### src/design/sdpram_pkg.sv
/* Simple dual-port RAM exerciser shared definitions
   Widths, word types and the write and read port request structs */

package sdpram_pkg;

	// The RAM is 16 words deep
	localparam int ADDR_BITS = 4;

	// One RAM word drives the whole LED bank
	localparam int DATA_BITS = 8;

	localparam int MEM_WORDS = 1 << ADDR_BITS; // Depth follows from the address width

	// The control count only needs to cover the four enable combinations
	localparam int CTRL_BITS = 2;

	// A word address into the RAM
	typedef logic [ADDR_BITS-1:0] addr_t;

	// A RAM word, which is also the value shown on the LEDs
	typedef logic [DATA_BITS-1:0] data_t;

	// Control count whose low bit enables the write and high bit the read
	typedef logic [CTRL_BITS-1:0] ctrl_t;

	// Write port request, 13 bits in all
	typedef struct packed
	{
		logic wen;   // Write the word at the next rising edge
		addr_t waddr; // Word to be written
		data_t wdata; // Value to store
	} wr_req_t;

	// Read port request, 5 bits in all
	typedef struct packed
	{
		logic ren;   // Load the output register at the next rising edge
		addr_t raddr; // Word to be read
	} rd_req_t;

	// Alternating pattern on the LEDs while the board is held in reset
	// It makes a stuck reset easy to spot by eye
	localparam data_t LED_RESET = 8'b10101010;

	// The request structs must stay the widths the ports were sized for
	localparam int WR_REQ_BITS = $bits(wr_req_t); // 1 + ADDR_BITS + DATA_BITS
	localparam int RD_REQ_BITS = $bits(rd_req_t); // 1 + ADDR_BITS

endpackage

### src/design/ram_cmd_gen.sv
/* RAM exerciser command stage
   Steps the address, data and control counters and forms the port requests */

`timescale 1ns/1ps

module ram_cmd_gen #(
	parameter int unsigned WADDR_STEP = 1, // Added to the write address each cycle
	parameter int unsigned WDATA_STEP = 3, // Added to the write data each cycle
	parameter int unsigned RADDR_STEP = 5  // Added to the read address each cycle
) (
	input logic clock,
	input logic resetn,
	output sdpram_pkg::wr_req_t wr_req,
	output sdpram_pkg::rd_req_t rd_req
);

	import sdpram_pkg::*;

	// Steps cut down to the counter widths so the sums wrap naturally
	localparam addr_t WADDR_INC = addr_t'(WADDR_STEP);
	localparam data_t WDATA_INC = data_t'(WDATA_STEP);
	localparam addr_t RADDR_INC = addr_t'(RADDR_STEP);
	localparam ctrl_t CTRL_INC = ctrl_t'(1);

	addr_t waddr_cnt; // Next word to write
	data_t wdata_cnt; // Next value to write
	addr_t raddr_cnt; // Next word to read
	ctrl_t ctrl_cnt;  // Cycles through the four enable patterns

	// Write address walks the RAM at its own stride
	always_ff @(posedge clock or negedge resetn)
	begin
		if (!resetn)
			waddr_cnt <= '0;
		else
			waddr_cnt <= waddr_cnt + WADDR_INC; // Wraps modulo 16
	end

	// Write data steps independently of the address
	always_ff @(posedge clock or negedge resetn)
	begin
		if (!resetn)
			wdata_cnt <= '0;
		else
			wdata_cnt <= wdata_cnt + WDATA_INC; // Wraps modulo 256
	end

	// The read address uses a different stride than the write address
	// With an odd step it still visits every word, just in another order
	always_ff @(posedge clock or negedge resetn)
	begin
		if (!resetn)
			raddr_cnt <= '0;
		else
			raddr_cnt <= raddr_cnt + RADDR_INC;
	end

	// Free-running control count
	always_ff @(posedge clock or negedge resetn)
	begin
		if (!resetn)
			ctrl_cnt <= '0; // Both enables off in reset
		else
			ctrl_cnt <= ctrl_cnt + CTRL_INC;
	end

	// Bit 0 of the control count decides the write port
	// Over four cycles this gives idle, write, read, then write and read together
	assign wr_req.wen = ctrl_cnt[0];
	assign wr_req.waddr = waddr_cnt;
	assign wr_req.wdata = wdata_cnt;

	// Bit 1 of the control count decides the read port
	// On the cycles where both bits are set the ports may hit the same word
	assign rd_req.ren = ctrl_cnt[1];
	assign rd_req.raddr = raddr_cnt;

endmodule

### src/design/sdp_ram_reg.sv
/* Simple dual-port RAM with a registered read port
   One synchronous write port and one synchronous read port on a shared clock */

`timescale 1ns/1ps

module sdp_ram_reg (
	input logic clock,
	input logic resetn,
	input sdpram_pkg::wr_req_t wr_req,
	input sdpram_pkg::rd_req_t rd_req,
	output sdpram_pkg::data_t rdata
);

	import sdpram_pkg::*;

	// Storage array, written and read only on clock edges
	// This shape maps onto a single block RAM on the usual FPGA families
	data_t mem [MEM_WORDS];

	// Write port
	// The new word becomes visible to reads from the following edge on
	always_ff @(posedge clock)
	begin
		if (wr_req.wen)
			mem[wr_req.waddr] <= wr_req.wdata;
	end

	// Read port with its output register
	// Both blocks sample on the same edge and update with nonblocking
	// assignments, so a read of the word being written in that cycle picks
	// up the contents from before the write
	// That read-before-write collision behavior matches a block RAM set to
	// read-first mode
	always_ff @(posedge clock or negedge resetn)
	begin
		if (!resetn)
			rdata <= '0; // LEDs settle to all ones right after reset
		else if (rd_req.ren)
			rdata <= mem[rd_req.raddr];
		// Without a read enable the output register keeps the last word
	end

	// With ADDR_BITS wide addresses every index falls inside the array
	// so no range check is needed on either port

	// Write and read latency are both one cycle
	// A word written at edge k can be read by a request presented after edge k
	// and it lands in rdata at edge k+1 of that request

	// Port activity over one control period, for reference
	//   ctrl 0  neither port
	//   ctrl 1  write only
	//   ctrl 2  read only
	//   ctrl 3  write and read in the same cycle

endmodule

### src/design/led_result.sv
/* RAM exerciser result stage
   Registers the inverted read data onto the active-low LEDs */

`timescale 1ns/1ps

module led_result (
	input logic clock,
	input logic resetn,
	input sdpram_pkg::data_t rdata,
	output sdpram_pkg::data_t leds
);

	import sdpram_pkg::*;

	// The board LEDs light when their pin is driven low, so a set data bit
	// is shown by a low output
	// Registering the LED pins also keeps the RAM read path off the pads

	always_ff @(posedge clock or negedge resetn)
	begin
		if (!resetn)
			leds <= LED_RESET; // Alternating pattern while held in reset
		else
			leds <= ~rdata; // Inverted for active-low drive
	end

	// First edge after release shows all ones, since rdata starts at zero
	// From then on every read appears here one cycle after it reaches rdata

endmodule

### src/design/ram_exerciser.sv
/* Self-running simple dual-port RAM exerciser
   Command generation, RAM access and the LED result register in sequence */

`timescale 1ns/1ps

module ram_exerciser #(
	parameter int unsigned WADDR_STEP = 1, // Write address stride
	parameter int unsigned WDATA_STEP = 3, // Write data increment
	parameter int unsigned RADDR_STEP = 5  // Read address stride
) (
	input logic clock,
	input logic resetn,
	output sdpram_pkg::data_t leds
);

	import sdpram_pkg::*;

	wr_req_t wr_req; // Command stage to RAM write port
	rd_req_t rd_req; // Command stage to RAM read port
	data_t rdata;    // RAM output register to the LED stage

	// Decode stage
	// Chooses what each RAM port does in every cycle
	ram_cmd_gen #(
		.WADDR_STEP(WADDR_STEP),
		.WDATA_STEP(WDATA_STEP),
		.RADDR_STEP(RADDR_STEP)
	) cmd_gen_inst (
		.clock(clock),
		.resetn(resetn),
		.wr_req(wr_req),
		.rd_req(rd_req)
	);

	// Execute stage
	// The memory under test
	sdp_ram_reg ram_inst (
		.clock(clock),
		.resetn(resetn),
		.wr_req(wr_req),
		.rd_req(rd_req),
		.rdata(rdata)
	);

	// Result stage
	// Shows each read word on the board LEDs
	led_result result_inst (
		.clock(clock),
		.resetn(resetn),
		.rdata(rdata),
		.leds(leds)
	);

	// End to end a read request presented after edge k shows on the LEDs
	// after edge k+2, one edge into rdata and one more into leds

endmodule

### config.mk
export PLATFORM = sky130hd
export DESIGN_NAME = ram_exerciser
export DESIGN_NICKNAME = d
export VERILOG_FILES = /design/src/design/sdpram_pkg.sv /design/src/design/ram_cmd_gen.sv /design/src/design/sdp_ram_reg.sv /design/src/design/led_result.sv /design/src/design/ram_exerciser.sv
export SDC_FILE = /design/constraint.sdc
export NUM_CORES = 1
export LEC_CHECK = 0
export ABC_AREA = 1
export BUFFER_PORTS_ARGS = -buffer_cell sky130_fd_sc_hd__buf_2
export CAP_MARGIN = 20
export CORE_MARGIN = 1
export CORE_UTILIZATION = 40
export DETAILED_ROUTE_END_ITERATION = 10
export HOLD_SLACK_MARGIN = 0.06
export PLACE_DENSITY = 0.52
export RECOVER_POWER = 25
export SLEW_MARGIN = 20
export SYNTH_ARGS = -nofsm -noshare
export SYNTH_HDL_FRONTEND = slang
export SYNTH_SLANG_ARGS = --single-unit
### constraint.sdc
create_clock -name clock -period 1.9 [get_ports clock]
set_input_delay 0.475 -clock clock [delete_from_list [all_inputs] [get_ports clock]]
set_output_delay 0.475 -clock clock [all_outputs]
set_load 0.01 [all_outputs]
Yosys cells after proc, flatten, opt, wreduce, memory -nomap -nowiden:

Memory sizes are Yosys's and may differ from the RTL's. A register that Yosys moved wholly into a read port is not among the register bits.
Index checks and enable logic that the tools add are counted.

* register bits: 26
* bits in writable memories: 128
* input port bits: 2
* output and inout bits: 8
* word-level logic and storage cells: 14
* memories kept: 1

Memories
* ram_inst.mem: words 16, width 8, read ports 1, clocked after memory_dff 1, wr ports 1, RTL line sdp_ram_reg.sv:18 `data_t mem [MEM_WORDS];`

* add/subtract/negate cells: 4
* multiplexer cells: 2
* bitwise operators: 1
* reductions and logical operators: 1

Operator list (number)
* adder 8 x 2 -> 8 bit, second input constant: 1
* inverter 8 bit: 1
* adder 4 x 1 -> 4 bit, second input constant: 1
* adder 4 x 3 -> 4 bit, second input constant: 1
* adder 2 x 1 -> 2 bit, second input constant: 1
* two-way mux 1 bit: 2
* logical NOT 1 bit: 1

Depth between registers and ports, before layout:

Gate-level depths: netlist of run 1.

* depth in word-level cells: 2
* mapped depth: 10

Modules after synthesis:

From an unflattened synthesis of run 1, not the netlist that was laid out.

* cell total of the unflattened synthesis: 565
* area, all modules: 6585.1 um^2

Modules (own cells, without submodules)
* sdp_ram_reg: instances 1, cells an instance 483, area each 5635.4 um^2
* ram_cmd_gen: instances 1, cells an instance 66, area each 714.4 um^2
* led_result: instances 1, cells an instance 16, area each 235.2 um^2

Worst setup path after synthesis of run 1:

Ideal clock, no wire load.

* kind: register to register
* from: register cmd_gen_inst.waddr_cnt[0]
* to: memory ram_inst.mem[0][0] in the netlist's numbering, enable pin
* setup time: 0.370 ns
* arrival: 1.095 ns
* slack: 0.434 ns
* cell stages (with the launch flop): 5
* period minus slack after synthesis: 1.466 ns
* cells stage by stage: dfrtp_1 -> inv_1 -> ha_1 -> nand2_1 -> nor2_1

RTL lines
* start: declaration: RTL line ram_cmd_gen.sv:25 `addr_t waddr_cnt;`
* start signal: assignment: RTL line ram_cmd_gen.sv:36 `waddr_cnt <= waddr_cnt + WADDR_INC;`
* end: declaration: RTL line sdp_ram_reg.sv:18

No word-level cell before the write port.

==> flow_summary.toml, run 1 <==
[placement]
portBuffers = 9
gp_congestion = 0.8194
place_area_um2 = 7363
dp_hpwl_mm = 9.590

[sta]
grt_setup_unrepaired = "false"
fin_worst_skew_ns = 0.008071
drv_slew = 0
finalSetupViolations = 0
fin_hold_ws_ns = 0.2433
min_period_ns = 1.558
finalHoldViolCount = 0
max-slew-margin-rel_pct = 36.44
setup-tns-final_ns = 0
clock.fmax_mhz = 641.7
finalCritPeriodShare_pct = 82.02
worstMarginPinSlew_ns = 0.9534

[layout]
postLayoutCoreUtil_pct = 46.92
most-common-layout-cells = "nand2_1 (225), edfxtp_1 (128), inv_1 (124), nand3_1 (83), dfrtp_1 (29)"
fin_area_um2 = 7864
area_growth_pct = 13.69
antenna_cells = 0
n_fill_cell = 1579
layout_commonest_cell = "nand2_1"
layout-drive-gt1-share_pct = 11.16
nets = 712

[global_route]
grt_pass1_vias = 4422
grt_use_met1_pct = 25.86
met2_usage_pct = 28.27
top_usage_layer = "met2"
grt_pass1_wl_mm = 24.32
globalRouteTotalUtil_pct = 18.72
use_met3_pct = 4.148
grt_antenna_before_repair = 0
grt_max_degree = 75
overflow = 0

[yosys]
synth-xor-area-share_pct = 1.393
synthAdderAreaFrac_pct = 1.085
yosysUniqueCellTypes = 21
synth-main-ff-cell = "edfxtp_1"
synth_top_family_by_area = "simple AND/OR/NAND/NOR gates"
syn_area_um2 = 6917
syn-instance-count = 668
synth_edf_count = 128
ys_ff_latch = 162
synth_compound_area_share_pct = 0.1447
synthSimpleGateAreaFrac_pct = 19.93
syn_avg_cell_area_um2 = 10.35
muxShareOfSynthArea_pct = 0
async_flop_share_pct = 20.99
yosysSeqAreaShare_pct = 67.95
syn_nets = 676
ys_warn_count = 0

[status]
outcome = "finished clean"

[floorplan]
initial_core_util_pct = 41.27
die_area_um2 = 17820
rows = 47
coreArea_um2 = 16760
die-height_um = 133.5
die_w_um = 133.5
ioPinCount = 10

[hold_path]
worst_hold_path_type = "in -> async"

[drt]
avgRoutedWirePerCell_um = 15.98
detail_route.first_pass.iterations = 5
drc = 0
detail_route.vias_per_cell = 4.673
vias = 4379
drt_iter0_markers = 313
finalWirelength_mm = 14.98
antenna_left = 0

[cts]
cts_buffers = 17
htree_levels = 4
root_buffer = "clkbuf_16"
cts_tree = "built"
clk_pin_slew_ns = 0.06
cts_buffer_depth = 2
postCtsHoldBufs = 0
cts_resized = 0
post_cts_buffers = 0
insertion_delay_ns = 0.43
cts.sinks = 162

[critical_path]
cp_common_cell = "nand2_1"
crit_path_end_kind = "register"
critPathKind = "reg -> reg"
start_kind = "register"
path_buf_inv = 2
worstPathMaxFanout = 21
crit_family = "simple AND/OR/NAND/NOR gates"
path_cells = "inv_2 -> buf_12 -> nand2_1 -> nand3_1 -> nand2_1 -> nand2_1 -> nand3_1 -> nand3_1 -> nand2_1"
arrival_ns = 1.88
cpMaxStageDelayCell = "dfrtp_2"
cpPeakStageDelay_ns = 0.43
required_ns = 2.22

[pwr]
leakagePower_uw = 0.003650
power_density_nw_per_um2 = 866.6
finalPower_uw = 6815
peakVddDrop_uv = 623.3

[run]
max_cap_violations = 0
[cells by family (layout without fill, tap and decap cells)]
logic type | count (synthesis) | count (layout)
DFF | 162 | 162
adders and majority gates | 6 | 6
and+or+nand+nor | 334 | 334
buffers and inverters | 153 | 202
AOI/OAI and AO/OA | 2 | 2
xor gates and xnor gates | 11 | 11
[cells in the mapped netlist (3+ instances only)]
| cell type | count | area [um2] |
|---|---|---|
| xnor2_1 | 4 | 35.03 |
| or2_2 | 3 | 18.77 |
| dfrtp_1 | 30 | 750.7 |
| xor2_1 | 7 | 61.31 |
| ha_1 | 6 | 75.07 |
| buf_4 | 6 | 45.04 |
| or2_0 | 5 | 31.28 |
| buf_6 | 6 | 67.56 |
| dfstp_2 | 4 | 105.1 |
| inv_1 | 124 | 465.5 |
| edfxtp_1 | 128 | 3844 |
| nand2_1 | 225 | 844.6 |
| nand3_1 | 83 | 415.4 |
| buf_2 | 12 | 60.06 |
| nor2_1 | 17 | 63.81 |
[final timing paths]
path                                                           from                             endpoint  slack (ns)  depth (start not counted)
worst max-delay path            cmd_gen_inst.raddr_cnt[0]$_DFF_PN0_        ram_inst.rdata[2]$_DFFE_PN0P_        0.34                          9
worst min register to register        ram_inst.rdata[5]$_DFFE_PN0P_        result_inst.leds[5]$_DFF_PN1_        0.39                          1
worst min-delay path                                         resetn        result_inst.leds[4]$_DFF_PN0_        0.24                          2
worst max register to register  cmd_gen_inst.raddr_cnt[0]$_DFF_PN0_        ram_inst.rdata[2]$_DFFE_PN0P_        0.34                          9
min in group clock                    ram_inst.rdata[5]$_DFFE_PN0P_        result_inst.leds[5]$_DFF_PN1_        0.39                          1
max in group asynchronous                                    resetn  cmd_gen_inst.raddr_cnt[0]$_DFF_PN0_        1.05                          2
[routing by layer]
metal  vias up  share of wire [%]  wire, um
li1       2164                  -         -
met1      2096                 48      7140
met2        94                 46      6815
met3        25                4.3       651
met4         0                2.5       370
met5         -                  0         0
[final cells by class]
| type | count | area [um2] | area share, % |
|---|---|---|---|
| tap | 220 | 275.3 | 3.500 |
| timing repair buffer | 43 | 336.6 | 4.280 |
| multi-input combinational | 353 | 1560 | 19.84 |
| clock inverter | 12 | 67.56 | 0.8592 |
| clock buffer | 20 | 446.7 | 5.680 |
| inverter | 127 | 476.7 | 6.062 |
| sequential | 162 | 4701 | 59.78 |
[report_power, final]
| part | leakage [uW] | switching [uW] | internal [uW] |
|---|---|---|---|
| sequential | 0.00144 | 0 | 3780 |
| combinational | 0.00195 | 14.4 | 1.37 |
| clock | 0.000260 | 1340 | 1680 |
| total | 0.00365 | 1350 | 5460 |
[flip-flops by register name, indices dropped and copies added (netlist names)]
name,flops
cmd_gen_inst.wdata_cnt,8
cmd_gen_inst.raddr_cnt,4
result_inst.leds,8
ram_inst.mem,128
ram_inst.rdata,8
cmd_gen_inst.waddr_cnt,4
cmd_gen_inst.ctrl_cnt,2
[per-stage QoR]
step,setup slack (ns),instances
after floorplan,0.4344,668
after global placement,0.3299,905
after detailed placement,0.3333,905
after CTS,0.3230,937
after global routing,0.2323,937
final,0.3416,937
[worst register-to-register path, stage by stage, from the launching register on]
cell	delay, ns
dfrtp_2	0.43
inv_2	0.22
buf_12	0.20
nand2_1	0.08
nand3_1	0.07
nand2_1	0.07
nand2_1	0.07
nand3_1	0.14
nand3_1	0.13
nand2_1	0.05
No activity file was read; power rests on OpenSTA's default activity.
==> inputs of run 2 (changes only) <==
--- a/config.mk
+++ b/config.mk
@@ -5,14 +5,14 @@
 export SDC_FILE = /design/constraint.sdc
 export NUM_CORES = 1
 export LEC_CHECK = 0
-export ABC_AREA = 1
+export ABC_AREA = 0
 export BUFFER_PORTS_ARGS = -buffer_cell sky130_fd_sc_hd__buf_2
 export CAP_MARGIN = 20
 export CORE_MARGIN = 1
 export CORE_UTILIZATION = 40
 export DETAILED_ROUTE_END_ITERATION = 10
 export HOLD_SLACK_MARGIN = 0.06
-export PLACE_DENSITY = 0.52
+export PLACE_DENSITY = 0.54
 export RECOVER_POWER = 25
 export SLEW_MARGIN = 20
 export SYNTH_ARGS = -nofsm -noshare
==> constraint.sdc (replaced) <==
create_clock -name clock -period 1.4 [get_ports clock]
set_input_delay 0.35 -clock clock [delete_from_list [all_inputs] [get_ports clock]]
set_output_delay 0.35 -clock clock [all_outputs]
set_load 0.01 [all_outputs]
==> run 2 against run 1 <==
Net effect:
- the flow now finishes with violations (negative setup slack)
- maximum frequency fell by 8.1%
- core utilization grew 6.9 points
- global-route usage is 1.1 points lower
- die area decreased by 9.6%
- synthesized cell count decreased by 48%
- critical endpoint is now ram_inst.rdata[4]$_DFFE_PN0P_
==> flow_summary.toml, run 2 <==
[status]
outcome = "complete, but fails checks"
violations = "negative setup slack"

[yosys]
syn_avg_cell_area_um2 = 18.09
synthTopCellsByArea = "edfxtp_1 (62%), dfrtp_1 (12%), mux2i_1 (5.1%), mux4_2 (3.2%), mux4_1 (2.9%)"
syn_area_um2 = 6242
synth-main-ff-cell = "edfxtp_1"
netlist.area_leader.share_pct = 61.58
ys_warn_count = 0
yosysTopAreaCell = "edfxtp_1"
muxShareOfSynthArea_pct = 12.77
yosysUniqueCellTypes = 28
synthAdderAreaFrac_pct = 1.203
synth_common_cells = "edfxtp_1 (128), mux2i_1 (32), dfrtp_1 (30)"
synth_edf_count = 128
synth_top_family_by_area = "multiplexers"
async_flop_share_pct = 20.99
synth.most_common_cell = "edfxtp_1"
syn-instance-count = 345
synthSimpleGateAreaFrac_pct = 3.608
synth_compound_area_share_pct = 3.087
synth-xor-area-share_pct = 1.543
ys_ff_latch = 162
syn_nets = 353
yosysSeqAreaShare_pct = 75.29

[run]
max_cap_violations = 0

[layout]
most-common-layout-cells = "edfxtp_1 (128), buf_4 (32), mux2i_1 (31), dfrtp_1 (26), clkbuf_16 (19)"
nets = 430
seqCellArea_um2 = 4705
layout_commonest_cell = "edfxtp_1"
area_growth_pct = 31.03
antenna_cells = 0
instances_no_fill = 623
regMostFlops = "ram_inst.mem"
n_fill_cell = 1178
largest_reg_flops = 128
layout-drive-gt1-share_pct = 40.23
multi_input_area_um2 = 1649

[drt]
detail_route.vias_per_cell = 5.108
antenna_left = 0
avgRoutedWirePerCell_um = 20.71
finalWirelength_mm = 12.90
drc = 0
detail_route.first_pass.iterations = 4
vias = 3182
drt_iter0_markers = 254

[hold_path]
worst_hold_path_type = "reg -> reg"

[sta]
setup-tns-final_ns = -2.522
fin_hold_ws_ns = 0.3904
min_period_ns = 1.696
grt_setup_unrepaired = "true"
finalCritPeriodShare_pct = 121.1
fin_worst_skew_ns = 0.009258
max-slew-margin-rel_pct = 45.09
worstMarginPinSlew_ns = 0.8236
drv_slew = 0
finalHoldViolCount = 0
clock.fmax_mhz = 589.6
timing.final.ws_setup_ns = -0.2960
finalSetupViolations = 32

[critical_path]
critPathKind = "reg -> reg"
start_kind = "register"
cpPeakStageDelay_ns = 0.52
path_cells = "buf_12 -> mux4_2 -> mux2_4 -> o22ai_2 -> nor2_1"
required_ns = 1.70
arrival_ns = 2.00
ff2ff_setup_slack_ns = -0.30
worstPathMaxFanout = 8
cpMaxStageDelayCell = "mux4_2"
crit_path_end_kind = "register"

[global_route]
grt_antenna_before_repair = 0
grt_max_degree = 23
grt_pass1_vias = 3302
overflow = 0
grt_pass1_wl_mm = 19.86
globalRouteTotalUtil_pct = 17.58

[placement]
dpl.cell_count = 581
dp_hpwl_mm = 8.397
gp_congestion = 0.7215
portBuffers = 9
pre_cts_ws_ns = -0.2845

[floorplan]
die-height_um = 126.9
rows = 45
die_w_um = 126.9
die_area_um2 = 16110
initial_core_util_pct = 41.06
coreArea_um2 = 15200
ioPinCount = 10

[cts]
clk_pin_slew_ns = 0.06
root_buffer = "clkbuf_16"
cts_buffers = 17
cts_buffer_depth = 2
insertion_delay_ns = 0.42
htree_levels = 4
cts_tree = "built"
cts.sinks = 162

[pwr]
leakagePower_uw = 0.003056
power_density_nw_per_um2 = 1243
peakVddDrop_uv = 784.2
finalPower_uw = 10170
-- run 2: cell count changes in the layout (fill, tap and decap cells not counted), sizes merged, moves of 5 or more --
cell | before | now
nand2 | 225 | 8
inv | 128 | 15
nand3 | 83 | 1
mux2i | 0 | 32
buf | 39 | 70
o22ai | 0 | 24
mux4 | 0 | 16
nor3 | 1 | 12
mux2 | 0 | 8
or2 | 8 | 1
clkinv | 9 | 3
nor2 | 17 | 23
bufinv | 0 | 5
nand2b | 0 | 5
-- run 2: critical path, delay by kind of cell, from the launching register on --
family                 cells  cell delay (ns)
multiplexers               2             0.82
flip-flops                 1             0.43
buffers and inverters      1             0.17
AO/OA/AOI/OAI              1             0.09
AND/OR/NAND/NOR            1             0.06
-- run 2: worst paths after layout --
path / from / endpoint / cells past startpoint
min reg2reg: ram_inst.rdata[5]$_DFFE_PN0P_ / result_inst.leds[5]$_DFF_PN1_ / 1
min: ram_inst.rdata[5]$_DFFE_PN0P_ / result_inst.leds[5]$_DFF_PN1_ / 1
min in group asynchronous: resetn / result_inst.leds[6]$_DFF_PN0_ / 2
max in group asynchronous: resetn / cmd_gen_inst.waddr_cnt[0]$_DFF_PN0_ / 3
max reg2reg: cmd_gen_inst.raddr_cnt[0]$_DFF_PN0_ / ram_inst.rdata[4]$_DFFE_PN0P_ / 5
max: cmd_gen_inst.raddr_cnt[0]$_DFF_PN0_ / ram_inst.rdata[4]$_DFFE_PN0P_ / 5
-- run 2: final cells by class --
type | instances | share of cell area [%]
flip-flops and latches | 162 | 57.52
clock inverters | 10 | 2.203
well taps | 188 | 2.876
multi-input cells | 152 | 20.16
clock buffers | 22 | 5.675
repair buffers | 74 | 10.82
inverters | 15 | 0.7496
-- run 2: through the flow --
stage | instance area [um2] | util [%]
floorplan | 6297 | -
global placement | 7123 | 46.86
detailed placement | 7123 | 46.86
CTS | 8018 | 52.74
global route | 8179 | 53.80
finish | 8179 | 53.80
-- run 2: cell families (layout without fill, tap and decap cells) --
kind of cell,Yosys count,in the layout
DFF,162,162
muxes,56,56
and+or+nand+nor,51,51
buffers and inverters,31,121
AOI/OAI and AO/OA,28,28
xor gates and xnor gates,11,11
adders and majority gates,6,6
-- run 2: metal layers --
metal,wire length [um],global-route usage (%)
met5,0,0
met4,132,6.092
met3,403,4.049
met2,6547,28.15
met1,5818,23.71
-- run 2: repair_timing --
item	in CTS	in global routing
endpoints found under the hold margin	9	0
hold buffers	1	0
pin swaps	6	8
resized for setup	47	22
cloned	0	2
setup buffers	4	3
endpoints found under the setup margin	124	132
-- run 2: report_power, final --
| part | leakage, uW | switching [uW] | internal [uW] |
|---|---|---|---|
| sequential | 0.00144 | 0 | 5130 |
| clock | 0.000310 | 1750 | 3250 |
| combinational | 0.00130 | 21.6 | 8.00 |
| total | 0.00306 | 1780 | 8390 |
==> inputs of run 3 (changes only) <==
--- a/config.mk
+++ b/config.mk
@@ -11,6 +11,7 @@
 export CORE_MARGIN = 1
 export CORE_UTILIZATION = 40
 export DETAILED_ROUTE_END_ITERATION = 10
+export GPL_TIMING_DRIVEN = 0
 export HOLD_SLACK_MARGIN = 0.06
 export PLACE_DENSITY = 0.54
 export RECOVER_POWER = 25
==> run 3 against run 2 <==
Net effect:
- the flow still finishes with violations (negative setup slack)
- clock skew is 0.0037 ns higher
- core utilization is 1.9 points lower
- wire length is 0.12% lower
- first-iteration DRC count is 22% higher
- power is 7.2% lower
- global-route usage is 0.61 points lower
- critical endpoint is now ram_inst.rdata[2]$_DFFE_PN0P_
==> flow_summary.toml, run 3 (synthesis gave the netlist of run 2 again) <==
[status]
outcome = "complete, but fails checks"
violations = "negative setup slack"

[drt]
antenna_left = 0
detail_route.vias_per_cell = 5.261
detail_route.first_pass.iterations = 4
vias = 3188
drc = 0
drt_iter0_markers = 310
finalWirelength_mm = 12.89
avgRoutedWirePerCell_um = 21.26

[layout]
layout_commonest_cell = "edfxtp_1"
area_growth_pct = 26.44
layout-drive-gt1-share_pct = 36.60
largest_reg_flops = 128
most-common-layout-cells = "edfxtp_1 (128), mux2i_1 (32), dfrtp_1 (26)"
regMostFlops = "ram_inst.mem"
nets = 413
instances_no_fill = 606
fin_area_um2 = 7893
antenna_cells = 0

[placement]
portBuffers = 9
place_area_um2 = 6578
dp_hpwl_mm = 7.387
pre_cts_ws_ns = -0.6340
dpl.cell_count = 542
gp_congestion = 0.7296

[global_route]
grt_pass1_wl_mm = 19.42
globalRouteTotalUtil_pct = 16.97
grt_pass1_vias = 3310
grt_antenna_before_repair = 0
grt_max_degree = 35
overflow = 0

[pwr]
p_seq_share_pct = 54.4
p_int_uw = 7572
clockPowerShare_pct = 45.3
p_comb_share_pct = 0.2
power_density_nw_per_um2 = 1195
leakagePower_uw = 0.002895
p_switching_uw = 1859
swShare_pct = 19.71
peakVddDrop_uv = 774.3

[cts]
htree_levels = 4
insertion_delay_ns = 0.42
cts_buffers = 17
cts_tree = "built"
root_buffer = "clkbuf_16"
cts.sinks = 162
clk_pin_slew_ns = 0.06
cts_buffer_depth = 2

[critical_path]
start_kind = "register"
required_ns = 1.70
ff2ff_setup_slack_ns = -0.38
critPathKind = "reg -> reg"
crit_path_end_kind = "register"
arrival_ns = 2.09
worstPathMaxFanout = 6
rr_worst_depth = 6
rr_startpoint = "cmd_gen_inst.raddr_cnt[0]$_DFF_PN0_"
rr_endpoint = "ram_inst.rdata[2]$_DFFE_PN0P_"

[sta]
finalSetupViolations = 138
finalCritPeriodShare_pct = 127.4
min_period_ns = 1.783
finalHoldViolCount = 0
fin_worst_skew_ns = 0.01301
grt_setup_unrepaired = "true"
drv_slew = 0
worstMarginPinSlew_ns = 0.7676
clock.fmax_mhz = 560.8
timing.final.ws_setup_ns = -0.3831
max-slew-margin-rel_pct = 48.82

[hold_path]
hold_start = "ram_inst.rdata[1]$_DFFE_PN0P_"
worstHoldEndpoint = "result_inst.leds[1]$_DFF_PN1_"
worst_hold_path_type = "reg -> reg"
min_path_cells = 1

[floorplan]
die_area_um2 = 16110
initial_core_util_pct = 41.06
coreArea_um2 = 15200
die-height_um = 126.9
ioPinCount = 10
die_w_um = 126.9
rows = 45

[run]
max_cap_violations = 0
-- run 3: cell types whose count changed in the layout (fill, tap and decap cells not counted), sizes merged --
cell and delta:
buf -16, bufinv -4, clkbuf -4, clkinv +4, clkinvlp +1, inv +2
-- run 3: timing repair --
item	4_1_cts	5_1_grt
hold endpoints to repair	30	0
hold buffers	1	0
setup endpoints to repair	148	128
buffers inserted	26	6
pin swaps	17	12
gates cloned	1	0
resized for setup	77	12
-- run 3: worst max-delay path: stages (launching register included) --
cell     delay, ns
dfrtp_1       0.36
buf_6         0.17
buf_12        0.14
mux4_2        0.54
mux2_4        0.30
o22ai_2       0.09
nor2_1        0.06
-- run 3: layout make-up --
class | instances | area (um2)
Fill cell | 1191 | 7310
Clock inverter | 13 | 110.1
Clock buffer | 19 | 432.9
Tap cell | 188 | 235.2
Sequential cell | 162 | 4705
Timing Repair Buffer | 43 | 528.0
Buffer | 14 | 126.4
Inverter | 15 | 61.31
Multi-Input combinational cell | 152 | 1694
-- run 3: stage by stage --
stage | hold WS (ns) | util (%) | TNS, ns | total power (uW)
floorplan | 0.05441 | - | -3.434 | 5232
global placement | 0.3793 | 43.27 | -39.10 | 5252
detailed placement | 0.3866 | 43.27 | -42.20 | 5253
CTS | 0.3954 | 51.40 | -4.313 | 9487
global route | 0.4334 | 51.92 | -33.01 | 9658
finish | 0.4150 | 51.92 | -23.45 | 9431
-- run 3: worst max-delay path by stage --
stage,from,endpoint,slack [ns],cells past startpoint
5_1_grt,cmd_gen_inst.raddr_cnt[0]$_DFF_PN0_,ram_inst.rdata[2]$_DFFE_PN0P_,-0.42,6
3_5_place_dp,cmd_gen_inst.raddr_cnt[1]$_DFF_PN0_,ram_inst.rdata[2]$_DFFE_PN0P_,-0.63,6
6_report,cmd_gen_inst.raddr_cnt[0]$_DFF_PN0_,ram_inst.rdata[2]$_DFFE_PN0P_,-0.38,6
3_3_place_gp,cmd_gen_inst.raddr_cnt[1]$_DFF_PN0_,ram_inst.rdata[2]$_DFFE_PN0P_,-0.64,6
4_1_cts,cmd_gen_inst.raddr_cnt[0]$_DFF_PN0_,ram_inst.rdata[2]$_DFFE_PN0P_,-0.39,6
2_1_floorplan,cmd_gen_inst.raddr_cnt[0]$_DFF_PN0_,ram_inst.rdata[2]$_DFFE_PN0P_,-0.22,6
-- run 3: power by group through the flow --
stage | Sequential, uW | Clock, uW | Combinational [uW]
6_report | 5130 | 4280 | 21.7
3_5_place_dp | 5230 | 0 | 20.8
5_1_grt | 5130 | 4500 | 26.4
4_1_cts | 5130 | 4330 | 22.9
2_1_floorplan | 5230 | 0 | 0.000889
3_3_place_gp | 5230 | 0 | 19.9
-- run 3: per-layer routing --
layer / wire, um / up-vias / GRT usage [%]
met5: 0 / - / 0
met4: 131 / 0 / 5.672
met3: 322 / 12 / 3.543
met2: 6462 / 52 / 27.44
met1: 5969 / 1674 / 22.96
li1: - / 1450 / -
